===== src/hdl/cpu_cfg.svh =====
/*
 * core widths and depths
 * CPU_PC_W and CPU_GHR_W must stay equal: the predictor index is pc ^ history.
 * CPU_IMEM_DEPTH must be 2**CPU_PC_W so every pc value addresses a word.
 */
`ifndef CPU_CFG_SVH
`define CPU_CFG_SVH

// word address of the instruction memory
`define CPU_PC_W        8
`define CPU_IMEM_DEPTH  256

`define CPU_REG_N       16

// global history length, also the counter table index width
`define CPU_GHR_W       8

// misprediction counter wraps at this width
`define CPU_CNT_W       16

`endif


===== src/hdl/isa_pkg.sv =====
/*
 * instruction set of the core
 * opcodes outside the enum decode as NOP; immediates are 16-bit signed.
 */
package isa_pkg;

    typedef logic [31:0] word_t;
    typedef logic [3:0] reg_addr_t;
    typedef logic signed [15:0] imm_t;

    typedef enum logic [3:0] {
        NOP  = 4'd0,
        ADD  = 4'd1,
        SUB  = 4'd2,
        ADDI = 4'd3,
        BNE  = 4'd4,
        OUT  = 4'd5,
        HALT = 4'd15
    } opcode_e;

    // opcode in the top nibble, immediate in the low half
    typedef struct packed {
        opcode_e   opcode;
        reg_addr_t rd;
        reg_addr_t rs1;
        reg_addr_t rs2;
        imm_t      imm;
    } instr_t;

endpackage


===== src/hdl/pipe_pkg.sv =====
/*
 * pipeline control types
 * branch targets wrap to CPU_PC_W bits.
 */
`include "cpu_cfg.svh"

package pipe_pkg;

    typedef logic [`CPU_PC_W-1:0] pc_t;
    typedef logic [`CPU_GHR_W-1:0] ghr_t;
    typedef logic [`CPU_CNT_W-1:0] mispredict_cnt_t;

    typedef enum logic [1:0] {
        STRONG_NT = 2'd0,
        WEAK_NT   = 2'd1,
        WEAK_T    = 2'd2,
        STRONG_T  = 2'd3
    } sat_cnt_e;

    typedef enum logic {
        RUN    = 1'b0,
        HALTED = 1'b1
    } run_state_e;

    // taken target of a BNE at pc, used by both fetch and execute
    function automatic pc_t branch_target(pc_t pc, isa_pkg::imm_t imm);
        return pc + pc_t'(1) + pc_t'(imm);
    endfunction

endpackage


===== src/hdl/pipe_if.sv =====
/*
 * bundles between the pipeline stages
 * fe_if is the fetch/execute register; resolve_if is combinational from execute.
 */
`timescale 1ns/1ps

interface fe_if
    import isa_pkg::*, pipe_pkg::*;
();
    logic   valid;
    pc_t    pc;
    instr_t instr;
    logic   predicted_taken;
    // history index used for the prediction, returned for training
    ghr_t   bht_index;

    modport fetch (output valid, pc, instr, predicted_taken, bht_index);
    modport exec  (input valid, pc, instr, predicted_taken, bht_index);
endinterface

interface resolve_if
    import pipe_pkg::*;
();
    logic resolved;
    logic taken;
    ghr_t bht_index;
    logic mispredict;
    // correct next pc of the resolved branch
    pc_t  target;

    modport exec      (output resolved, taken, bht_index, mispredict, target);
    modport fetch     (input mispredict, target);
    modport predictor (input resolved, taken, bht_index);
    modport ctrl      (input mispredict);
endinterface


===== src/hdl/exec_unit.sv =====
/*
 * execute stage and writeback register
 * only the writeback result is forwarded, which covers every hazard here.
 * BNE resolves in this stage; its taken target wraps to the pc width.
 */
`timescale 1ns/1ps

module exec_unit
    import isa_pkg::*, pipe_pkg::*;
(
    input  logic         clk,
    input  logic         rstn,
    input  logic         advance,
    fe_if.exec           fe,
    resolve_if.exec      res,
    output reg_addr_t    rs1_addr,
    output reg_addr_t    rs2_addr,
    input  word_t        rs1_data,
    input  word_t        rs2_data,
    output logic         wb_we,
    output reg_addr_t    wb_addr,
    output word_t        wb_data,
    output logic         out_pending,
    output logic         halt_seen,
    output logic [7:0]   tx_data
);

    instr_t ins;
    word_t  src1;
    word_t  src2;
    word_t  alu_result;
    logic   writes_rd;
    logic   fwd1;
    logic   fwd2;

    assign ins      = fe.instr;
    assign rs1_addr = ins.rs1;
    assign rs2_addr = ins.rs2;

    // r0 never forwards, it always reads zero
    assign fwd1 = wb_we && (wb_addr == ins.rs1) && (wb_addr != '0);
    assign fwd2 = wb_we && (wb_addr == ins.rs2) && (wb_addr != '0);
    assign src1 = fwd1 ? wb_data : rs1_data;
    assign src2 = fwd2 ? wb_data : rs2_data;

    always_comb begin
        alu_result = '0;
        writes_rd  = 1'b0;
        if (fe.valid) begin
            case (ins.opcode)
                ADD: begin
                    alu_result = src1 + src2;
                    writes_rd  = 1'b1;
                end
                SUB: begin
                    alu_result = src1 - src2;
                    writes_rd  = 1'b1;
                end
                ADDI: begin
                    alu_result = src1 + {{16{ins.imm[15]}}, ins.imm};
                    writes_rd  = 1'b1;
                end
                default: ;
            endcase
        end
    end

    ////////////////////////////////////////////////////////////////////////
    // branch resolution

    assign res.resolved   = fe.valid && (ins.opcode == BNE);
    assign res.taken      = (src1 != src2);
    assign res.bht_index  = fe.bht_index;
    assign res.mispredict = res.resolved && (res.taken != fe.predicted_taken);
    assign res.target     = res.taken ? branch_target(fe.pc, ins.imm) : fe.pc + pc_t'(1);

    assign out_pending = fe.valid && (ins.opcode == OUT);
    assign halt_seen   = fe.valid && (ins.opcode == HALT);
    assign tx_data     = src1[7:0];

    // writeback register
    always_ff @(posedge clk) begin
        if (!rstn) begin
            wb_we <= 1'b0;
        end else if (advance) begin
            wb_we <= writes_rd;
        end
    end

    always_ff @(posedge clk) begin
        if (advance) begin
            wb_addr <= ins.rd;
            wb_data <= alu_result;
        end
    end

    // fetch redirects only on a BNE, so only a BNE arrives predicted taken
    predict_only_bne: assert property (
        @(posedge clk) disable iff (!rstn) fe.valid && fe.predicted_taken |-> ins.opcode == BNE
    );

    // a mispredict must leave a bubble behind it
    mispredict_bubble: assert property (
        @(posedge clk) disable iff (!rstn) res.mispredict && advance |=> !fe.valid
    );

endmodule


===== src/flat_wrapper.sv =====
// flat-port wrapper written by rule: the top's interface ports become plain ports
module exec_unit_flat import isa_pkg::*, pipe_pkg::*;
  (clk, rstn, advance, rs1_addr, rs2_addr, rs1_data, rs2_data, wb_we, wb_addr, wb_data, out_pending, halt_seen, tx_data, fe_valid, fe_pc, fe_instr, fe_predicted_taken, fe_bht_index, res_resolved, res_taken, res_bht_index, res_mispredict, res_target);
  fe_if fe_i ();
  resolve_if res_i ();
  input  logic clk;
  input  logic rstn;
  input  logic advance;
  output reg_addr_t rs1_addr;
  output reg_addr_t rs2_addr;
  input  word_t rs1_data;
  input  word_t rs2_data;
  output logic wb_we;
  output reg_addr_t wb_addr;
  output word_t wb_data;
  output logic out_pending;
  output logic halt_seen;
  output logic [7:0] tx_data;
  input wire logic [$bits(fe_i.valid)-1:0] fe_valid;
  input wire logic [$bits(fe_i.pc)-1:0] fe_pc;
  input wire logic [$bits(fe_i.instr)-1:0] fe_instr;
  input wire logic [$bits(fe_i.predicted_taken)-1:0] fe_predicted_taken;
  input wire logic [$bits(fe_i.bht_index)-1:0] fe_bht_index;
  output wire logic [$bits(res_i.resolved)-1:0] res_resolved;
  output wire logic [$bits(res_i.taken)-1:0] res_taken;
  output wire logic [$bits(res_i.bht_index)-1:0] res_bht_index;
  output wire logic [$bits(res_i.mispredict)-1:0] res_mispredict;
  output wire logic [$bits(res_i.target)-1:0] res_target;
  assign fe_i.valid = fe_valid;
  assign fe_i.pc = fe_pc;
  assign fe_i.instr = fe_instr;
  assign fe_i.predicted_taken = fe_predicted_taken;
  assign fe_i.bht_index = fe_bht_index;
  assign res_resolved = res_i.resolved;
  assign res_taken = res_i.taken;
  assign res_bht_index = res_i.bht_index;
  assign res_mispredict = res_i.mispredict;
  assign res_target = res_i.target;
  exec_unit u_core (.clk(clk), .rstn(rstn), .advance(advance), .fe(fe_i), .res(res_i), .rs1_addr(rs1_addr), .rs2_addr(rs2_addr), .rs1_data(rs1_data), .rs2_data(rs2_data), .wb_we(wb_we), .wb_addr(wb_addr), .wb_data(wb_data), .out_pending(out_pending), .halt_seen(halt_seen), .tx_data(tx_data));
endmodule

===== config.mk =====
export PLATFORM = sky130hd
export DESIGN_NAME = exec_unit_flat
export DESIGN_NICKNAME = d
export VERILOG_FILES = /design/src/hdl/isa_pkg.sv /design/src/hdl/pipe_pkg.sv /design/src/hdl/pipe_if.sv /design/src/hdl/exec_unit.sv /design/src/flat_wrapper.sv
export VERILOG_INCLUDE_DIRS = /design/src /design/src/hdl
export SDC_FILE = /design/constraint.sdc
export NUM_CORES = 1
export LEC_CHECK = 0
export BUFFER_PORTS_ARGS = -buffer_cell sky130_fd_sc_hd__buf_2
export CORE_ASPECT_RATIO = 1.2
export CORE_MARGIN = 1
export CORE_UTILIZATION = 59
export CTS_BUF_LIST = sky130_fd_sc_hd__clkbuf_16
export CTS_CLUSTER_DIAMETER = 40
export DETAILED_ROUTE_END_ITERATION = 12
export PLACE_DENSITY = 0.95
export SYNTH_ARGS = -nofsm -noshare
export SYNTH_HDL_FRONTEND = slang
export SYNTH_SLANG_ARGS = --single-unit

===== constraint.sdc =====
create_clock -name clk -period 15.2 [get_ports clk]
set_clock_uncertainty 0.15 [all_clocks]
set_input_delay 2.28 -clock clk [delete_from_list [all_inputs] [get_ports clk]]
set_output_delay 2.28 -clock clk [all_outputs]
set_load 0.02 [all_outputs]

==> run_results.csv <==
group,metric,value,unit
outcome,outcome,"completed",
clocking,numCtsBuffers,5,
final_layout,syn_to_final_growth,14.22,%
timing,post-route-min-period,8.836,ns
clocking,cts_buffer_depth,2,
setup_path,regToRegSetupSlack,9.42,ns
placed_design,numPortBuffers,174,
clocking,cts.sinks,37,
power_and_ir_drop,p_per_area,65.27,mW/mm²
logic_synthesis,synth-xor-area-share,10.38,%
setup_path,cp_max_fo,34,
setup_path,start_kind,"input port",
global_route,track_usage,33.79,%
placed_design,dp_cells,1121,
logic_synthesis,ys_types,77,
clocking,cts.reportedPaths.clkPinSlew,0.06,ns
final_layout,final_cell_area,0.007901,mm²
timing,rsz0062_at_grt,"false",
final_layout,finalNetCount,1162,
floorplanning,num_io_pins,191,
flow_run,maxCapViolCount,0,
drt,vias,7299,
timing,relSlewSlack,37.41,%
setup_path,rr_worst_depth,17,
power_and_ir_drop,power,515.7,µW
setup_path,r2r-start,"u_core.wb_addr[2]",
logic_synthesis,ys_seq_elements,37,
clocking,post_cts_buffers,0,
drt,drc,0,
logic_synthesis,yosys_warnings,0,
final_layout,drive_above_1_share,26.36,%
drt,ant_nets,0,
logic_synthesis,yosys.area.top_type,"edfxtp_1",
setup_path,critPathKind,"input port to output pin",
drt,drt_iter0_drc,528,
clocking,h-tree-depth,2,
clocking,postCtsHoldBufs,0,
floorplanning,design.die.area,0.01216,mm²
logic_synthesis,yosys-mux-area-fraction,11.21,%
setup_path,crit_arrival,6.41,ns
final_layout,antenna_cells,0,
logic_synthesis,synthCells,843,
placed_design,routabilityCongestion,0.9581,
floorplanning,core,0.01125,mm²
drt,firstDrtPassIters,5,
logic_synthesis,avgSynthCellArea,8.206,µm²
logic_synthesis,synthAdderAreaFrac,13.31,%
timing,finalCritPeriodShare,58.13,%
logic_synthesis,syn_area,0.006918,mm²
logic_synthesis,synthSimpleGateAreaFrac,15.01,%
power_and_ir_drop,p_leak,0.003567,µW
logic_synthesis,async_reset_ff_share,0,%
final_layout,fin_cells,1129,
floorplanning,num_rows,42,
logic_synthesis,ys_seq_area_share,15.92,%
global_route,grt_pass1_wl,32910,µm
global_route,grt_max_degree,47,
clocking,tritoncts,"yes",
timing,final_max_slew_viol_count,0,
power_and_ir_drop,ir_worst_vdd,42.26,µV
timing,setup_viol,0,
logic_synthesis,synth_area_leaders,"edfxtp_1, ha_1, a21oi_1, xnor2_1, mux2_2",
timing,worstMarginPinSlew,0.9355,ns
logic_synthesis,syn_nets,1031,
drt,wl_per_cell,18.38,µm
setup_path,crit_required,12.77,ns
logic_synthesis,synth_compound_area_share,28.78,%
global_route,antenna_found_initial,0,
logic_synthesis,synth_top_area_share,15.63,%
placed_design,dpl_cell_area,0.007762,mm²
timing,fmax,0.1132,GHz
drt,wl,20750,µm
floorplanning,start_util,61.52,%
logic_synthesis,synth_commonest_cells,"a21oi_1, nor2_1, ha_1",
logic_synthesis,synthFlopType,"edfxtp_1",
setup_path,crit_path_end,"res_mispredict",
setup_path,r2r_end,"u_core.wb_data[28]",
logic_synthesis,synth_edf_count,36,
drt,viasPerCell,6.465,
logic_synthesis,yosysMostFrequentCell,"a21oi_1",
setup_path,startpoint,"fe_instr[21]",
timing,finalHoldViolations,0,
logic_synthesis,synth_top_family_by_area,"compound AO/OA/AOI/OAI gates",
clocking,root_buffer,"clkbuf_16",
clocking,ctsResizeCount,0,
clocking,insertion_delay,0.29,ns
timing,tns,0,ns
hold_path,min_path_type,"flop to flop",
setup_path,end_kind,"output pin",
global_route,grt-ovfl-total,0,
placed_design,dp_hpwl,16090,µm
global_route,grt_pass1_vias,7165,
floorplanning,die_w,100.9,µm
floorplanning,die_h,120.6,µm
hold_path,worstHoldStart,"u_core.wb_we",
## worst max-delay path: stages
cell     delay (ns)
buf_2          0.11
xor2_1         0.15
nor3_2         0.26
nand2_2        0.58
mux2_2         0.51
ha_1           0.39
nand4_1        0.16
inv_1          0.08
nand4_1        0.20
nor4_1         0.33
nand3_1        0.09
or4_1          0.66
xor2_1         0.24
and2_1         0.19
buf_2          0.15
## power breakdown
part           switching [µW]  total, µW  internal [µW]
Sequential               5.04        122            117
Clock                    44.7        104           59.7
Combinational             169        289            120
Total                     219        516            297
## cells by family (layout without fill, tap and decap cells)
logic type,count (synthesis),after routing
compound gates,283,283
xor+xnor,82,82
fa+ha+maj,72,72
buf+inv,81,213
flops,37,37
mux,73,73
simple gates,215,215
## layout by cell type (no fill, tap or decap), drive strengths merged, types with 7 or more instances in the layout
master    n
a211oi    9
a21o     53
a21oi    91
a22oi    15
a31o      7
a31oi     9
and2      7
and3     10
buf     179
edfxtp   36
ha       68
inv      27
mux2     36
mux2i    37
nand2    53
nand3    27
nand4     9
nor2     72
nor3      9
o21a      9
o21ai    28
o21bai   12
o22ai    17
xnor2    47
xor2     35
## through the flow
stage               setup WS (ns)  util [%]  hold slack (ns)
CTS                         6.408     70.26           0.5236
detailed placement          6.416     69.03           0.5156
floorplan                   6.841         -           0.5614
finish                      6.364     70.26           0.5274
global placement            6.555     69.03           0.4901
global route                6.053     70.26           0.5529
## sequential cells by signal, indices dropped and copies added, names as in the netlist
signal          flops
u_core.wb_data     32
u_core.wb_we        1
u_core.wb_addr      4
## layout make-up
type / instances / area (µm²)
multi-input cells: 725 / 5463
fillers: 921 / 3344
flip-flops and latches: 37 / 1101
repair buffers: 179 / 908.4
well taps: 154 / 192.7
clock buffers: 5 / 125.1
inverters: 26 / 97.59
clock inverters: 3 / 13.76
## metal layers
| layer | share of wire [%] | GRT usage [%] |
|---|---|---|
| met1 | 38 | 37.87 |
| met5 | 0 | 0 |
| met2 | 48 | 58.39 |
| met4 | 5.5 | 21.65 |
| met3 | 8.4 | 6.127 |
## how the worst min path moves through the flow
stage | endpoint | slack (ns) | depth (start not counted)
floorplan | u_core.wb_we | 0.56 | 3
global placement | u_core.wb_we | 0.49 | 3
detailed placement | u_core.wb_we | 0.52 | 3
CTS | u_core.wb_we | 0.52 | 3
global route | u_core.wb_we | 0.55 | 3
finish | u_core.wb_we | 0.53 | 3
Power figures use the tool's default switching activity.
