### src/hdl/cpu_cfg.svh
/*
 * core widths and depths
 * CPU_PC_W and CPU_GHR_W must stay equal: the predictor index is pc ^ history.
 * CPU_IMEM_DEPTH must be 2**CPU_PC_W so every pc value addresses a word.
 */
`ifndef CPU_CFG_SVH
`define CPU_CFG_SVH

// word address of the instruction memory
`define CPU_PC_W        8
`define CPU_IMEM_DEPTH  256

`define CPU_REG_N       16

// global history length, also the counter table index width
`define CPU_GHR_W       8

// misprediction counter wraps at this width
`define CPU_CNT_W       16

`endif

### src/hdl/isa_pkg.sv
/*
 * instruction set of the core
 * opcodes outside the enum decode as NOP; immediates are 16-bit signed.
 */
package isa_pkg;

    typedef logic [31:0] word_t;
    typedef logic [3:0] reg_addr_t;
    typedef logic signed [15:0] imm_t;

    typedef enum logic [3:0] {
        NOP  = 4'd0,
        ADD  = 4'd1,
        SUB  = 4'd2,
        ADDI = 4'd3,
        BNE  = 4'd4,
        OUT  = 4'd5,
        HALT = 4'd15
    } opcode_e;

    // opcode in the top nibble, immediate in the low half
    typedef struct packed {
        opcode_e   opcode;
        reg_addr_t rd;
        reg_addr_t rs1;
        reg_addr_t rs2;
        imm_t      imm;
    } instr_t;

endpackage

### src/hdl/pipe_pkg.sv
/*
 * pipeline control types
 * branch targets wrap to CPU_PC_W bits.
 */
`include "cpu_cfg.svh"

package pipe_pkg;

    typedef logic [`CPU_PC_W-1:0] pc_t;
    typedef logic [`CPU_GHR_W-1:0] ghr_t;
    typedef logic [`CPU_CNT_W-1:0] mispredict_cnt_t;

    typedef enum logic [1:0] {
        STRONG_NT = 2'd0,
        WEAK_NT   = 2'd1,
        WEAK_T    = 2'd2,
        STRONG_T  = 2'd3
    } sat_cnt_e;

    typedef enum logic {
        RUN    = 1'b0,
        HALTED = 1'b1
    } run_state_e;

    // taken target of a BNE at pc, used by both fetch and execute
    function automatic pc_t branch_target(pc_t pc, isa_pkg::imm_t imm);
        return pc + pc_t'(1) + pc_t'(imm);
    endfunction

endpackage

### src/hdl/pipe_if.sv
/*
 * bundles between the pipeline stages
 * fe_if is the fetch/execute register; resolve_if is combinational from execute.
 */


interface resolve_if
    import pipe_pkg::*;
();
    logic resolved;
    logic taken;
    ghr_t bht_index;
    logic mispredict;
    // correct next pc of the resolved branch
    pc_t  target;

    modport exec      (output resolved, taken, bht_index, mispredict, target);
    modport fetch     (input mispredict, target);
    modport predictor (input resolved, taken, bht_index);
    modport ctrl      (input mispredict);
endinterface

### src/hdl/pipe_ctrl.sv
/*
 * stall, flush and halt control
 * tx_full is the only back-pressure; an OUT waiting on it holds the whole pipe.
 * after HALT the core stays stopped until rstn.
 */
`timescale 1ns/1ps

module pipe_ctrl
    import pipe_pkg::*;
(
    input  logic            clk,
    input  logic            rstn,
    input  logic            out_pending,
    input  logic            halt_seen,
    input  logic            tx_full,
    resolve_if.ctrl         res,
    output logic            advance,
    output logic            flush,
    output logic            tx_wr_en,
    output logic            halted,
    output mispredict_cnt_t mispredict_count
);

    run_state_e state;
    run_state_e state_next;

    always_comb begin
        state_next = state;
        case (state)
            RUN: begin
                if (halt_seen && advance) begin
                    state_next = HALTED;
                end
            end
            default: state_next = HALTED;
        endcase
    end

    always_ff @(posedge clk) begin
        if (!rstn) begin
            state <= RUN;
        end else begin
            state <= state_next;
        end
    end

    assign advance  = (state == RUN) && !(out_pending && tx_full);
    assign flush    = res.mispredict && advance;
    assign tx_wr_en = out_pending && advance;
    assign halted   = (state == HALTED);

    always_ff @(posedge clk) begin
        if (!rstn) begin
            mispredict_count <= '0;
        end else if (flush) begin
            mispredict_count <= mispredict_count + mispredict_cnt_t'(1);
        end
    end

    //////////////////////////////////////////////////////////////////////
    // checks

    // an OUT blocked by tx_full stays in execute until it is written
    tx_full_holds_out: assert property (
        @(posedge clk) disable iff (!rstn) out_pending && tx_full |=> out_pending
    );

    // halted only drops on the edge after a reset
    halted_sticky: assert property (
        @(posedge clk) $fell(halted) |-> $past(!rstn)
    );

endmodule

### src/flat_wrapper.sv
// flat-port wrapper written by rule: the top's interface ports become plain ports
module pipe_ctrl_flat import pipe_pkg::*;
  (clk, rstn, out_pending, halt_seen, tx_full, advance, flush, tx_wr_en, halted, mispredict_count, res_mispredict);
  resolve_if res_i ();
  input  logic clk;
  input  logic rstn;
  input  logic out_pending;
  input  logic halt_seen;
  input  logic tx_full;
  output logic advance;
  output logic flush;
  output logic tx_wr_en;
  output logic halted;
  output mispredict_cnt_t mispredict_count;
  input wire logic [$bits(res_i.mispredict)-1:0] res_mispredict;
  assign res_i.mispredict = res_mispredict;
  pipe_ctrl u_core (.clk(clk), .rstn(rstn), .out_pending(out_pending), .halt_seen(halt_seen), .tx_full(tx_full), .res(res_i), .advance(advance), .flush(flush), .tx_wr_en(tx_wr_en), .halted(halted), .mispredict_count(mispredict_count));
endmodule
### config.mk
export PLATFORM = sky130hd
export DESIGN_NAME = pipe_ctrl_flat
export DESIGN_NICKNAME = d
export VERILOG_FILES = /design/src/hdl/isa_pkg.sv /design/src/hdl/pipe_pkg.sv /design/src/hdl/pipe_if.sv /design/src/hdl/pipe_ctrl.sv /design/src/flat_wrapper.sv
export VERILOG_INCLUDE_DIRS = /design/src /design/src/hdl
export SDC_FILE = /design/constraint.sdc
export NUM_CORES = 1
export LEC_CHECK = 0
export CAP_MARGIN = 30
export CORE_UTILIZATION = 50
export DETAILED_ROUTE_END_ITERATION = 8
export DONT_BUFFER_PORTS = 1
export SLEW_MARGIN = 30
export SYNTH_ARGS = -nofsm -noshare
export SYNTH_HDL_FRONTEND = slang
export SYNTH_SLANG_ARGS = --single-unit
### constraint.sdc
create_clock -name clk -period 2.3 [get_ports clk]
set_clock_uncertainty 0.15 [all_clocks]
set_input_delay 0.69 -clock clk [delete_from_list [all_inputs] [get_ports clk]]
set_output_delay 0.69 -clock clk [all_outputs]
set_load 0.01 [all_outputs]
==> results.ini, run 1 <==
[run_status]
outcome=completed

[worst_setup_path]
end_kind=output pin
max_stage_delay_ns=0.31
cp_slowest_cell=nor2_1
arrival_ns=1.15
worst-setup-path-type=input port to output pin
cp_top_family=simple AND/OR/NAND/NOR gates
required_ns=1.46
cp-start-kind=input port
crit_buf_inv=0
critPathMaxFanout=6
crit_chain=and2_4, nor2_1

[timing]
worst_pin_slew_ns=0.513
min_period_over_period_pct=86.7
slew_violations=0
rsz0062_at_grt=false
worst_slack_ns=0.306
hold_violations=0
fmax_mhz=501
fin_crit_ns=1.99
max_slew_margin_pct=65.8
tns_ns=0
finalSetupViolCount=0

[die]
die_x_um=41.9
core_um2=1490
die_area_um2=1760
boundaryPins=26
start_util_pct=53.4
die_y_um=41.9
num_rows=14

[grt]
grt_max_degree=17
track_usage_pct=19.7
antenna_found_initial=0
grt_overflow_total=0
grt_pass1_wl_mm=2.59
grt_pass1_vias=617

[routing]
routed_wl_mm=1.66
drc=0
antenna_left=0
dr.first_iter.drc_count=6
drtPass1Iterations=4
wl_per_cell_um=13.9
num_vias=691
vias_per_cell=5.81

[clock_tree]
clockBufferDepth=2
numCtsBuffers=3
clkLatencyLatePin_ns=0.29
ctsHoldBuffers=0
cts_tree=built
clk_pin_slew_ns=0.11
postCtsSetupBuffers=0
h-tree-depth=1
cts_sinks=17
clock_tree.root_cell=clkbuf_4
cts-resized-gates=0

[yosys]
synth_most_common_cell=dfxtp_1
synthTopCellsByArea=dfxtp_1, a21oi_1, nor2_1
synth_cell_type_count=28
synth_cells=94
synth_commonest_cells=dfxtp_1, a21oi_1, nor2_1
synth_top_area_cell=dfxtp_1
yosysSeqAreaShare_pct=42.8
synth_nets=101
synth_warnings=0
synth_top_area_share_pct=42.8
synth_edf_count=0
syn_avg_cell_area_um2=8.47
synth-main-ff-cell=dfxtp_1
synthArstFlopShare_pct=0
syn_area_um2=796
ys_seq_elements=17

[cells_and_area]
drive_gt1_share_pct=14.6
antennaDiodeCount=0
post-route-util_pct=59.6
synthToLayoutAreaGrowth_pct=11.5
layout.nets=111
nFillCells=134
fin_area_um2=887

[pwr]
power.leakage_nw=0.305
power.density_nw_per_um2=569
power.total_w=0.000504
vdd_drop_max_mv=0.323

[hold_path]
hold_class=flop to flop

[flow_run]
timing.max_cap.violations=0

[place]
gp_congestion=0.719
placed_cell_area_um2=860
place_ws_ns=0.164
port_buffers=0
post-dp-hpwl_mm=1.21

-- cell usage in the layout, fill, tap and decap left out, types with 2 or more instances in the layout --
cell type and instances:
a21oi_1 9, buf_4 7, clkbuf_4 3, dfxtp_1 17, inv_1 3, nand2_1 8
nand3_1 6, nand4_1 2, nor2_1 9, nor4_1 3, o21ai_0 5, o31ai_1 3
or3_1 5, or4_1 4, xnor2_1 3, xor2_1 3
-- logic make-up after synthesis --
family,count (synthesis),share of synthesized area [%]
compound gates,18,12.6
xor+xnor,6,6.60
fa+ha+maj,1,1.57
buf+inv,5,2.51
flops,17,42.8
mux,1,1.26
simple gates,46,32.7
-- metrics by stage --
step	hold WS, ns	std cells
after detailed placement	0.365	115
after floorplan	0.336	94
after global routing	0.392	119
final	0.374	119
after global placement	0.361	115
after CTS	0.380	119
-- routing by layer --
metal	vias to the layer above	track usage [%]	wire, um
li1	360	-	-
met1	312	25.5	784
met2	15	31.3	786
met3	4	3.48	67
met4	0	9.68	20
met5	-	0	0
-- worst paths after layout --
check	start	endpoint	slack [ns]	cells past startpoint
worst max register to register	u_core.mispredict_count[5]	u_core.mispredict_count[13]	0.43	4
worst max-delay path	out_pending	flush	0.31	2
worst min-delay path	u_core.mispredict_count[15]	u_core.mispredict_count[15]	0.37	2
worst min register to register	u_core.mispredict_count[15]	u_core.mispredict_count[15]	0.37	2
-- sequential cells by signal (all words and copies together) (netlist names) --
signal	flops
u_core.mispredict_count	16
u_core.halted	1
-- power breakdown --
group | switching [W] | internal [W]
clock | 0.0000967 | 0.0000646
sequential | 0.00000436 | 0.000299
combinational | 0.0000223 | 0.0000178
total | 0.000123 | 0.000381
-- area by class of cell --
cell class / count / area, um^2 / share of cell area [%]
tap: 16 / 20.0 / 2.26
clock buffer: 3 / 22.5 / 2.54
sequential: 17 / 340 / 38.4
inverter: 3 / 11.3 / 1.27
clock inverter: 1 / 5.00 / 0.564
timing repair buffer: 7 / 52.6 / 5.92
multi-input combinational: 72 / 435 / 49.1
(Power assumes the default switching activity.)
==> run 2, diff against run 1 <==
==> constraint.sdc (replaced) <==
create_clock -name clk -period 2.4 [get_ports clk]
set_clock_uncertainty 0.15 [all_clocks]
set_input_delay 0.72 -clock clk [delete_from_list [all_inputs] [get_ports clk]]
set_output_delay 0.72 -clock clk [all_outputs]
set_load 0.01 [all_outputs]
==> run 2 against run 1 <==
  * Utilization down 2.6 points
  * Register-to-register slack about the same
  * Via count shrank 3.3%
  * Non-clock buffer count fell by 5
  * Critical path type unchanged
  * Critical endpoint is now tx_wr_en
  * Highest routed layer unchanged
==> results.ini, run 2 (synthesized netlist as in run 1, its figures left out) <==
[cells_and_area]
antennaDiodeCount=0  ; unchanged
final_cell_mix=dfxtp_1, nor2_1, a21oi_1
synthToLayoutAreaGrowth_pct=6.60
fin_area_um2=848  ; -4.4%
drive_gt1_share_pct=9.18  ; -5.4 points
top_register=u_core.mispredict_count
final_common_cell=dfxtp_1
layout.nets=106  ; -4.5%
largest_register_ffs=16  ; unchanged

[routing]
drtPass1Iterations=4  ; unchanged
dr.first_iter.drc_count=14  ; +8
antenna_left=0  ; unchanged
drc=0  ; unchanged
num_vias=668  ; -3.3%
routed_wl_mm=1.61  ; -2.7%
wl_per_cell_um=14.2  ; +1.6%
vias_per_cell=5.86  ; +0.91%

[worst_setup_path]
critPathMaxFanout=6  ; unchanged
max_stage_delay_ns=0.18  ; -0.13 ns
required_ns=1.53  ; +0.07 ns
worst-setup-path-type=input port to output pin
end_kind=output pin
cp_top_family=simple AND/OR/NAND/NOR gates
cp-start-kind=input port
crit_chain=and2_4, nor2_1, and2_2
cp_slowest_cell=and2_2
arrival_ns=1.17  ; +0.02 ns
crit_buf_inv=0  ; unchanged

[timing]
max_slew_margin_pct=68.1  ; +2.4 points
slew_violations=0  ; unchanged
min_period_over_period_pct=85.1
fin_crit_ns=2.04
finalSetupViolCount=0  ; unchanged
hold_violations=0  ; unchanged
rsz0062_at_grt=false
worst_pin_slew_ns=0.477  ; -0.0355 ns
fmax_mhz=490
tns_ns=0  ; unchanged

[grt]
antenna_found_initial=0  ; unchanged
grt_pass1_wl_mm=2.90  ; +12%
grt_max_degree=17  ; unchanged
grt_pass1_vias=638  ; +3.4%
grt_overflow_total=0  ; unchanged
track_usage_pct=22.0  ; +2.3 points

[place]
post-dp-hpwl_mm=1.17  ; -3.3%
port_buffers=0  ; unchanged
gp_congestion=0.684  ; -4.9%
placed_cell_area_um2=822  ; -4.4%

[pwr]
vdd_drop_max_mv=0.283  ; -12%
power.density_nw_per_um2=564  ; -0.74%
power.leakage_nw=0.277  ; -9.2%
power.total_w=0.000479  ; -5.1%

[die]
die_x_um=41.9  ; unchanged
boundaryPins=26  ; unchanged
die_area_um2=1760  ; unchanged
core_um2=1490  ; unchanged
die_y_um=41.9  ; unchanged
num_rows=14  ; unchanged
start_util_pct=53.4  ; unchanged

[clock_tree]
cts_tree=built
clk_pin_slew_ns=0.10  ; about the same
numCtsBuffers=3  ; unchanged
clock_tree.root_cell=clkbuf_4
cts-resized-gates=0  ; unchanged
h-tree-depth=1  ; unchanged
clockBufferDepth=2  ; unchanged
clkLatencyLatePin_ns=0.29  ; about the same
cts_sinks=17  ; unchanged
postCtsSetupBuffers=0  ; unchanged
ctsHoldBuffers=0  ; unchanged

[hold_path]
hold_class=flop to flop

[flow_run]
timing.max_cap.violations=0  ; unchanged

[run_status]
outcome=completed

[run 2: cell count changes in the layout (fill, tap and decap cells not counted)]
cell	before	now
buf_4	7	2
clkbuf_1	0	1
clkinv_2	1	0
[run 2: metal layers]
layer | vias to the layer above | share of wire [%] | global-route usage, %
li1 | 345 | - | -
met1 | 301 | 46 | 28.2
met2 | 18 | 47 | 32.2
met3 | 4 | 4.7 | 6.52
met4 | 0 | 2.3 | 13.5
met5 | - | 0 | 0
[run 2: final timing paths]
check	from	to	slack [ns]	depth (start not counted)
min	u_core.mispredict_count[15]	u_core.mispredict_count[15]	0.37	2
min reg2reg	u_core.mispredict_count[15]	u_core.mispredict_count[15]	0.37	2
max	out_pending	tx_wr_en	0.36	3
max reg2reg	u_core.mispredict_count[0]	u_core.mispredict_count[14]	0.43	5
[run 2: final cells by class]
type,count,area [um^2]
Timing Repair Buffer,2,15.0
Multi-Input combinational cell,72,435
Sequential cell,17,340
Tap cell,16,20.0
Clock buffer,4,26.3
Fill cell,142,641
Inverter,3,11.3
[run 2: metrics by stage]
stage / setup WS [ns] / utilization (%) / instances / hold WS (ns)
6_report: 0.358 / 57.0 / 114 / 0.366
5_1_grt: 0.238 / 57.0 / 114 / 0.407
4_1_cts: 0.353 / 57.0 / 114 / 0.370
2_1_floorplan: 0.268 / - / 94 / 0.336
3_5_place_dp: 0.212 / 55.2 / 110 / 0.355
3_3_place_gp: 0.226 / 55.2 / 110 / 0.346
[run 2: power breakdown]
part           leakage, nW  internal (W)  switching (W)
registers            0.137      0.000286     0.00000733
logic                0.125     0.0000123      0.0000168
clock network       0.0150     0.0000647      0.0000916
total                0.277      0.000363       0.000116
[run 2: tightest hold or removal path, cell delays in order (launching register included)]
cell and delay (ns):
dfxtp_1 0.36, nand2_1 0.07, mux2i_1 0.05
