--- config.mk ---
export PLATFORM = sky130hd
export DESIGN_NAME = gshare_predictor_flat
export DESIGN_NICKNAME = d
export VERILOG_FILES = /design/src/hdl/isa_pkg.sv /design/src/hdl/pipe_pkg.sv /design/src/hdl/pipe_if.sv /design/src/hdl/gshare_predictor.sv /design/src/flat_wrapper.sv
export VERILOG_INCLUDE_DIRS = /design/src /design/src/hdl
export SDC_FILE = /design/constraint.sdc
export NUM_CORES = 1
export LEC_CHECK = 0
export ABC_CLOCK_PERIOD_IN_PS = 3550
export BUFFER_PORTS_ARGS = -buffer_cell sky130_fd_sc_hd__buf_2
export CAP_MARGIN = 10
export CORE_MARGIN = 5
export CORE_UTILIZATION = 60
export DETAILED_ROUTE_END_ITERATION = 6
export PLACE_DENSITY = 0.73
export SLEW_MARGIN = 20
export SYNTH_ARGS = -nofsm -noshare
export SYNTH_HDL_FRONTEND = slang
export SYNTH_SLANG_ARGS = --single-unit
--- constraint.sdc ---
create_clock -name clk -period 3.55 [get_ports clk]
set_input_delay 0.355 -clock clk [delete_from_list [all_inputs] [get_ports clk]]
set_output_delay 0.355 -clock clk [all_outputs]
set_load 0.02 [all_outputs]
--- src/hdl/cpu_cfg.svh ---
/*
 * core widths and depths
 * CPU_PC_W and CPU_GHR_W must stay equal: the predictor index is pc ^ history.
 * CPU_IMEM_DEPTH must be 2**CPU_PC_W so every pc value addresses a word.
 */
`ifndef CPU_CFG_SVH
`define CPU_CFG_SVH

// word address of the instruction memory
`define CPU_PC_W        8
`define CPU_IMEM_DEPTH  256

`define CPU_REG_N       16

// global history length, also the counter table index width
`define CPU_GHR_W       8

// misprediction counter wraps at this width
`define CPU_CNT_W       16

`endif

--- src/hdl/isa_pkg.sv ---
/*
 * instruction set of the core
 * opcodes outside the enum decode as NOP; immediates are 16-bit signed.
 */
package isa_pkg;

    typedef logic [31:0] word_t;
    typedef logic [3:0] reg_addr_t;
    typedef logic signed [15:0] imm_t;

    typedef enum logic [3:0] {
        NOP  = 4'd0,
        ADD  = 4'd1,
        SUB  = 4'd2,
        ADDI = 4'd3,
        BNE  = 4'd4,
        OUT  = 4'd5,
        HALT = 4'd15
    } opcode_e;

    // opcode in the top nibble, immediate in the low half
    typedef struct packed {
        opcode_e   opcode;
        reg_addr_t rd;
        reg_addr_t rs1;
        reg_addr_t rs2;
        imm_t      imm;
    } instr_t;

endpackage

--- src/hdl/pipe_pkg.sv ---
/*
 * pipeline control types
 * branch targets wrap to CPU_PC_W bits.
 */
`include "cpu_cfg.svh"

package pipe_pkg;

    typedef logic [`CPU_PC_W-1:0] pc_t;
    typedef logic [`CPU_GHR_W-1:0] ghr_t;
    typedef logic [`CPU_CNT_W-1:0] mispredict_cnt_t;

    typedef enum logic [1:0] {
        STRONG_NT = 2'd0,
        WEAK_NT   = 2'd1,
        WEAK_T    = 2'd2,
        STRONG_T  = 2'd3
    } sat_cnt_e;

    typedef enum logic {
        RUN    = 1'b0,
        HALTED = 1'b1
    } run_state_e;

    // taken target of a BNE at pc, used by both fetch and execute
    function automatic pc_t branch_target(pc_t pc, isa_pkg::imm_t imm);
        return pc + pc_t'(1) + pc_t'(imm);
    endfunction

endpackage

--- src/hdl/pipe_if.sv ---
/*
 * bundles between the pipeline stages
 * fe_if is the fetch/execute register; resolve_if is combinational from execute.
 */


interface resolve_if
    import pipe_pkg::*;
();
    logic resolved;
    logic taken;
    ghr_t bht_index;
    logic mispredict;
    // correct next pc of the resolved branch
    pc_t  target;

    modport exec      (output resolved, taken, bht_index, mispredict, target);
    modport fetch     (input mispredict, target);
    modport predictor (input resolved, taken, bht_index);
    modport ctrl      (input mispredict);
endinterface

--- src/hdl/gshare_predictor.sv ---
/*
 * gshare branch predictor
 * history holds resolved outcomes only, shifted when a BNE leaves execute.
 * the table is trained at the index carried with the branch, not recomputed.
 */
`timescale 1ns/1ps
`include "cpu_cfg.svh"

module gshare_predictor
    import pipe_pkg::*;
(
    input  logic          clk,
    input  logic          rstn,
    input  pc_t           pc,
    input  logic          advance,
    resolve_if.predictor  res,
    output logic          prediction,
    output ghr_t          index
);

    localparam int TABLE_N = 2 ** `CPU_GHR_W;

    ghr_t     ghr;
    sat_cnt_e cnt_tab [TABLE_N];

    // one saturating step toward the outcome
    function automatic sat_cnt_e cnt_step(sat_cnt_e cnt, logic taken);
        sat_cnt_e nxt;
        nxt = cnt;
        case (cnt)
            STRONG_NT: nxt = taken ? WEAK_NT : STRONG_NT;
            WEAK_NT:   nxt = taken ? WEAK_T : STRONG_NT;
            WEAK_T:    nxt = taken ? STRONG_T : WEAK_NT;
            STRONG_T:  nxt = taken ? STRONG_T : WEAK_T;
            default:   nxt = WEAK_NT;
        endcase
        return nxt;
    endfunction

    assign index      = ghr_t'(pc) ^ ghr;
    assign prediction = (cnt_tab[index] == WEAK_T) || (cnt_tab[index] == STRONG_T);

    always_ff @(posedge clk) begin
        if (!rstn) begin
            ghr <= '0;
            for (int i = 0; i < TABLE_N; i++) begin
                cnt_tab[i] <= WEAK_NT;
            end
        end else if (advance && res.resolved) begin
            ghr <= {ghr[`CPU_GHR_W-2:0], res.taken};
            cnt_tab[res.bht_index] <= cnt_step(cnt_tab[res.bht_index], res.taken);
        end
    end

endmodule

--- src/flat_wrapper.sv ---
// flat-port wrapper written by rule: the top's interface ports become plain ports
module gshare_predictor_flat import pipe_pkg::*;
  (clk, rstn, pc, advance, prediction, index, res_resolved, res_taken, res_bht_index);
  resolve_if res_i ();
  input  logic clk;
  input  logic rstn;
  input  pc_t pc;
  input  logic advance;
  output logic prediction;
  output ghr_t index;
  input wire logic [$bits(res_i.resolved)-1:0] res_resolved;
  input wire logic [$bits(res_i.taken)-1:0] res_taken;
  input wire logic [$bits(res_i.bht_index)-1:0] res_bht_index;
  assign res_i.resolved = res_resolved;
  assign res_i.taken = res_taken;
  assign res_i.bht_index = res_bht_index;
  gshare_predictor u_core (.clk(clk), .rstn(rstn), .pc(pc), .advance(advance), .res(res_i), .prediction(prediction), .index(index));
endmodule
==> impl_results.md, run 1 <==
* Initial Util at 60.19%
* Crit end category: output pin
* Die width at 225.4 um
* CP required at 3190 ps
* Final min period at 4035 ps
* Initial DRC Count at 4,082
* Clk root buf: clkbuf_16
* Slew Viols, Final at 0
* Hold_sp: res_taken
* Total gr overflow at 0
* NumNets Final at 2,283
* Max H-tree Level at 2
* Most frequent cells in the layout: 512 x edfxtp_1, 301 x nand3_1, 250 x nor3_1
* Clock slew at reported path FFs at 60 ps
* Critical-path cell list: xor2_4 -> buf_12 -> buf_4 -> buf_6 -> mux4_2 -> mux4_2 -> mux4_2 -> nand2_2 -> o311ai_4 -> buf_6
* Vias in the first global route at 21,310
* Max-cap violation count at 0
* CP max-delay cell: mux4_2
* Largest net degree at the start of global routing at 265
* Core Region at 46,260 sq um
* Fill cell count at 3,214
* Drt wl/cell at 31.24 um
* CP max stage delay at 550 ps
* Initial antenna violation count at 2
* Final-report hold violation count at 0
* R2R depth at 10
* Crit-path most repeated cell: mux4_2
* Post-synth EDFFs at 512
* Vias/cell at 7.503
* GP Congestion at 0.9896
* Pwr Density at 458.5 nW/um^2
* Chip height at 225.4 um
* Via count at 21,850
* Syn Inst Count at 2,232
* Min-delay worst type: primary input to flip-flop
* Non-Filler Instances at 2,912
* Mapped Nets at 2,253
* Fraction of registers with async set/reset at 0%
* Sequential area share after synthesis at 55.80%
* Worst Path Arrival at 3680 ps
* Commonest non-fill, non-tap cell in the layout: edfxtp_1
* #FFs+latches synth at 520
* Drt pass-1 iters at 7
* Reg2reg start: u_core.cnt_tab[101][1]
* Number of diodes at 0
* Top FF cell, synth: edfxtp_1
* CTS tree: done
* Startpoint Class: flip-flop
* DRC viols at 1
* DP Cell Count at 2,806
* Pleak at 9.713 nW
* RSZ-0062 raised after global routing: yes
* Worst vdd ir at 0.4187 mV
* Post-synthesis cell area at 27,840 sq um
* Area Growth Syn to Fin at 13.21%
* # clock sinks at 520
* Max_slew headroom at 12.69%
* Final Cycle Share at 113.7%
* Maximum fanout along the worst path at 5
* Cells on Worst Hold Path at 3
* Worst setup margin at -485.1 ps
* Reg2reg end: u_core.cnt_tab[213][0]
* Worst setup path class: flip-flop to output pin
* First-pass GRT wire length at 134,700 um
* Synth Warn # at 0
* Inserted Clock Buffers at 53
* Violated checks: DRC, setup timing
* Die footprint at 50,810 sq um
* I/O pin count at 30
* Skew final at 24.62 ps
* Final setup violation count at 1
* Total wire length at 90,970 um
* Worst R2R Setup Slack at 250 ps
* Fmax at 247.8 MHz
* Synthesized area per cell at 12.47 sq um
* Port bufs at 29
* Min Hold Slack at 75.27 ps
* Share of layout cells above drive strength 1 at 24.34%
* Total track usage at 35.68%
* # hold bufs at CTS at 0
* Measured slew at the worst slew-check pin at 1310 ps
* Post-route ant nets at 0
* Final HPWL DP at 59,770 um
* Insertion delay to the later sink of the worst-skew pair at 620 ps
* Max Buffers Root-to-Sink at 3
* Hold Path Sink: u_core.ghr[0]
* Rows at 79
* Netlist cell types at 59
* Status: finished, violations left
state kept, by name, summed over array words and instances, names as in the netlist:
name,flops
u_core.cnt_tab,512
u_core.ghr,8
timing repair:
| action | in CTS | in global routing |
|---|---|---|
| endpoints found under the setup margin | 1 | 1 |
| gates resized for setup | 8 | 8 |
| cloned | 1 | 0 |
| setup buffers | 4 | 5 |
| pin swaps | 2 | 3 |
layer usage:
metal / track usage, % / up-vias / routed length (um) / part of all wire (%)
met1: 46.00 / 10540 / 29180 / 32
met4: 20.30 / 2 / 6592 / 7.2
met2: 53.67 / 2059 / 41110 / 45
met5: 0 / - / 7 / 0.0077
li1: - / 8796 / - / -
met3: 11.75 / 452 / 14080 / 15
final cells by class:
| class | count | area, sq um | area share, % |
|---|---|---|---|
| Sequential cell | 520 | 15540 | 49.30 |
| Multi-Input combinational cell | 1399 | 10930 | 34.69 |
| Timing Repair Buffer | 283 | 2634 | 8.356 |
| Clock buffer | 67 | 1399 | 4.438 |
| Tap cell | 607 | 759.5 | 2.410 |
| Clock inverter | 31 | 236.5 | 0.7503 |
| Inverter | 5 | 18.77 | 0.05955 |
cell families (layout without fill, tap and decap cells):
| kind of cell | after synthesis | in the layout | synth area share [%] |
|---|---|---|---|
| AOI/OAI and AO/OA | 366 | 366 | 7.586 |
| xor gates and xnor gates | 8 | 8 | 0.2786 |
| adders and majority gates | 2 | 2 | 0.08089 |
| buffers and inverters | 313 | 386 | 5.892 |
| DFF | 520 | 520 | 55.80 |
| muxes | 274 | 274 | 16.78 |
| and+or+nand+nor | 749 | 749 | 13.59 |
how the worst max path moves through the flow:
stage                                start                endpoint
final                        u_core.ghr[0]              prediction
after detailed placement  res_bht_index[0]  u_core.cnt_tab[213][0]
after global routing         u_core.ghr[0]              prediction
after CTS                    u_core.ghr[0]              prediction
after global placement    res_bht_index[0]  u_core.cnt_tab[213][0]
after floorplan              u_core.ghr[0]              prediction
Yosys cell counts, types with 13 or more instances:
cell type / instances / share of area [%]
a21oi_1: 14 / 0.25
a22oi_1: 47 / 1.3
buf_2: 36 / 0.65
buf_4: 32 / 0.86
buf_6: 40 / 1.6
clkbuf_1: 188 / 2.5
edfxtp_1: 512 / 55
mux2i_1: 118 / 4.2
mux4_2: 154 / 12
nand2_1: 81 / 1.1
nand2b_1: 13 / 0.29
nand3_1: 301 / 5.4
nor2_1: 37 / 0.50
nor3_1: 260 / 4.7
o21ai_0: 242 / 4.4
per-stage QoR:
stage | setup TNS (ps) | util, % | instance area [sq um] | power (mW) | setup WS [ps]
global placement | -17880 | 64.21 | 29700 | 9.029 | -115.6
CTS | -561.5 | 67.95 | 31430 | 14.38 | -561.5
detailed placement | -32470 | 64.21 | 29700 | 9.069 | -184.1
floorplan | 0 | - | 27840 | 8.341 | 145.1
global route | -547.3 | 68.14 | 31520 | 14.81 | -547.3
finish | -485.1 | 68.14 | 31520 | 14.45 | -485.1
power by group:
group / internal [mW] / switching, mW
sequential: 6.86 / 0.0755
combinational: 0.829 / 1.30
clock: 3.00 / 2.39
critical path, delay by kind of cell (launching register included):
kind            cells  cell delay, ps
compound gates      1             140
xor+xnor            1             230
buf+inv             4             620
flops               1             370
mux                 3            1590
simple gates        1             110
(Power assumes the default switching activity.)
==> inputs of run 2 (changes only) <==
Settings changed: ABC_CLOCK_PERIOD_IN_PS 3550 to 3730.
Clock period 3.55 ns to 3.73 ns, I/O delays scaled along.
==> impl_results.md, run 2 (same netlist as run 1, synthesis figures left out) <==
* Status: finished, violations left
* Violated checks: setup timing
* Final HPWL DP at 59,950 um
* DRC viols at 0
* Largest reg by FF count: u_core.cnt_tab
* Max-cap violation count at 0
* Crit path buffers/inverters at 3
* Crit-path most repeated cell: mux4_2
* Worst R2R Setup Slack at 300 ps
* Initial DRC Count at 4,288
* Rows at 79
* Worst setup path class: flip-flop to output pin
* Pleak at 9.568 nW
* NumNets Final at 2,256
* RSZ-0062 raised after global routing: yes
* Core Region at 46,260 sq um
* Worst setup margin at -278.3 ps
* Initial antenna violation count at 2
* Max reg flops at 512
* Total wire length at 92,120 um
* Max H-tree Level at 2
* Clock slew at reported path FFs at 60 ps
* Post-route ant nets at 0
* Worst Path Arrival at 3640 ps
* Port bufs at 29
* Max_slew headroom at 15.70%
* First-pass GRT wire length at 136,200 um
* Reg2reg end: u_core.cnt_tab[159][1]
* Hold Path Sink: u_core.ghr[0]
* Share of layout cells above drive strength 1 at 23.28%
* Cells on Worst Hold Path at 3
* Commonest non-fill, non-tap cell in the layout: edfxtp_1
* Total gr overflow at 0
* Fmax at 249.5 MHz
* Min-delay worst type: primary input to flip-flop
* R2R depth at 11
* Met3 WL at 14,270 um
* Reg2reg start: u_core.cnt_tab[47][0]
* Worst vdd ir at 0.3923 mV
* Largest net degree at the start of global routing at 265
* Drt pass-1 iters at 6
* Worst slack, placed at -80.26 ps
* Non-Filler Instances at 2,884
* Final-report hold violation count at 0
* Clk root buf: clkbuf_16
* Drt wl/cell at 31.94 um
* Die width at 225.4 um
* Final Cycle Share at 107.5%
* DP Cell Count at 2,783
* Slew Viols, Final at 0
* Critical-path cell list: xor2_4 -> buf_6 -> buf_12 -> mux4_2 -> mux4_2 -> mux4_2 -> nand2_2 -> o311ai_4 -> buf_6
* GP Congestion at 0.9458
* Vias in the first global route at 21,160
* Startpoint Class: flip-flop
* CTS tree: done
* DR top layer: met5
* Max Buffers Root-to-Sink at 3
* Maximum fanout along the worst path at 7
* Final min period at 4008 ps
* Via count at 21,820
* Die footprint at 50,810 sq um
* Met1 WL at 30,330 um
* Pwr Density at 435.4 nW/um^2
* Number of diodes at 0
* # clock sinks at 520
* Initial Util at 60.19%
* CP max stage delay at 570 ps
* Most frequent cells in the layout: 512 x edfxtp_1, 301 x nand3_1, 250 x nor3_1
* CP max-delay cell: mux4_2
* Hold_sp: res_taken
* Final setup violation count at 1
* Vias/cell at 7.567
* Crit-path leading delay family: multiplexers
* Chip height at 225.4 um
* Total track usage at 36.17%
* Crit end category: output pin
* Insertion delay to the later sink of the worst-skew pair at 620 ps
* Skew final at 29.45 ps
* CP required at 3360 ps
* Met2 WL at 41,000 um
* I/O pin count at 30
* Biggest regs: u_core.cnt_tab: 512 flops, u_core.ghr: 8 flops
* Inserted Clock Buffers at 52
* Measured slew at the worst slew-check pin at 1264 ps
* Area Growth Syn to Fin at 12.40%
[run 2: worst max-delay path by stage]
stage	start	endpoint	slack, ps	depth (start not counted)
after floorplan	u_core.ghr[0]	prediction	310	7
after global placement	res_bht_index[0]	u_core.cnt_tab[246][0]	-20	12
after detailed placement	res_bht_index[0]	u_core.cnt_tab[142][0]	-80	12
after CTS	u_core.ghr[0]	prediction	-250	9
after global routing	u_core.ghr[0]	prediction	-320	9
final	u_core.ghr[0]	prediction	-280	9
[run 2: metal layers]
layer / track usage [%] / up-vias
li1: - / 8748
met1: 48.59 / 10580
met2: 53.60 / 2052
met3: 10.50 / 434
met4: 20.03 / 4
met5: 0 / -
[run 2: tightest hold or removal path: stages]
cell and delay [ps]:
buf_2 150, nand3_1 80, a21boi_0 70
[run 2: cell type report]
cell class | instances | area (sq um)
clock buffer | 65 | 1391
fill | 3263 | 14960
inverter | 5 | 18.77
timing repair buffer | 257 | 2455
sequential | 520 | 15540
multi-input combinational | 1399 | 10930
tap | 607 | 759.5
clock inverter | 31 | 198.9
[run 2: stage by stage]
| step | utilization [%] | hold WS, ps | setup TNS [ps] | cell area (sq um) | total power [mW] |
|---|---|---|---|---|---|
| after floorplan | - | 455.3 | 0 | 27840 | 7.938 |
| after global placement | 63.92 | 477.2 | -84.93 | 29570 | 8.586 |
| after detailed placement | 63.92 | 506.0 | -8127 | 29570 | 8.628 |
| after CTS | 67.63 | 69.67 | -245.5 | 31280 | 13.56 |
| after global routing | 67.65 | 105.2 | -316.6 | 31300 | 13.95 |
| final | 67.65 | 93.85 | -278.3 | 31300 | 13.62 |
[run 2: repair_timing]
action | 4_1_cts | 5_1_grt
endpoints found under the setup margin | 1 | 1
buffers inserted | 3 | 0
pin swaps | 2 | 0
resized for setup | 13 | 2
hold buffers | 0 | 0
gates cloned | 2 | 0
[run 2: power by group]
| group | switching, mW | total (mW) | internal (mW) |
|---|---|---|---|
| Combinational | 1.25 | 2.02 | 0.773 |
| Sequential | 0.0697 | 6.60 | 6.53 |
| Clock | 2.23 | 5.00 | 2.77 |
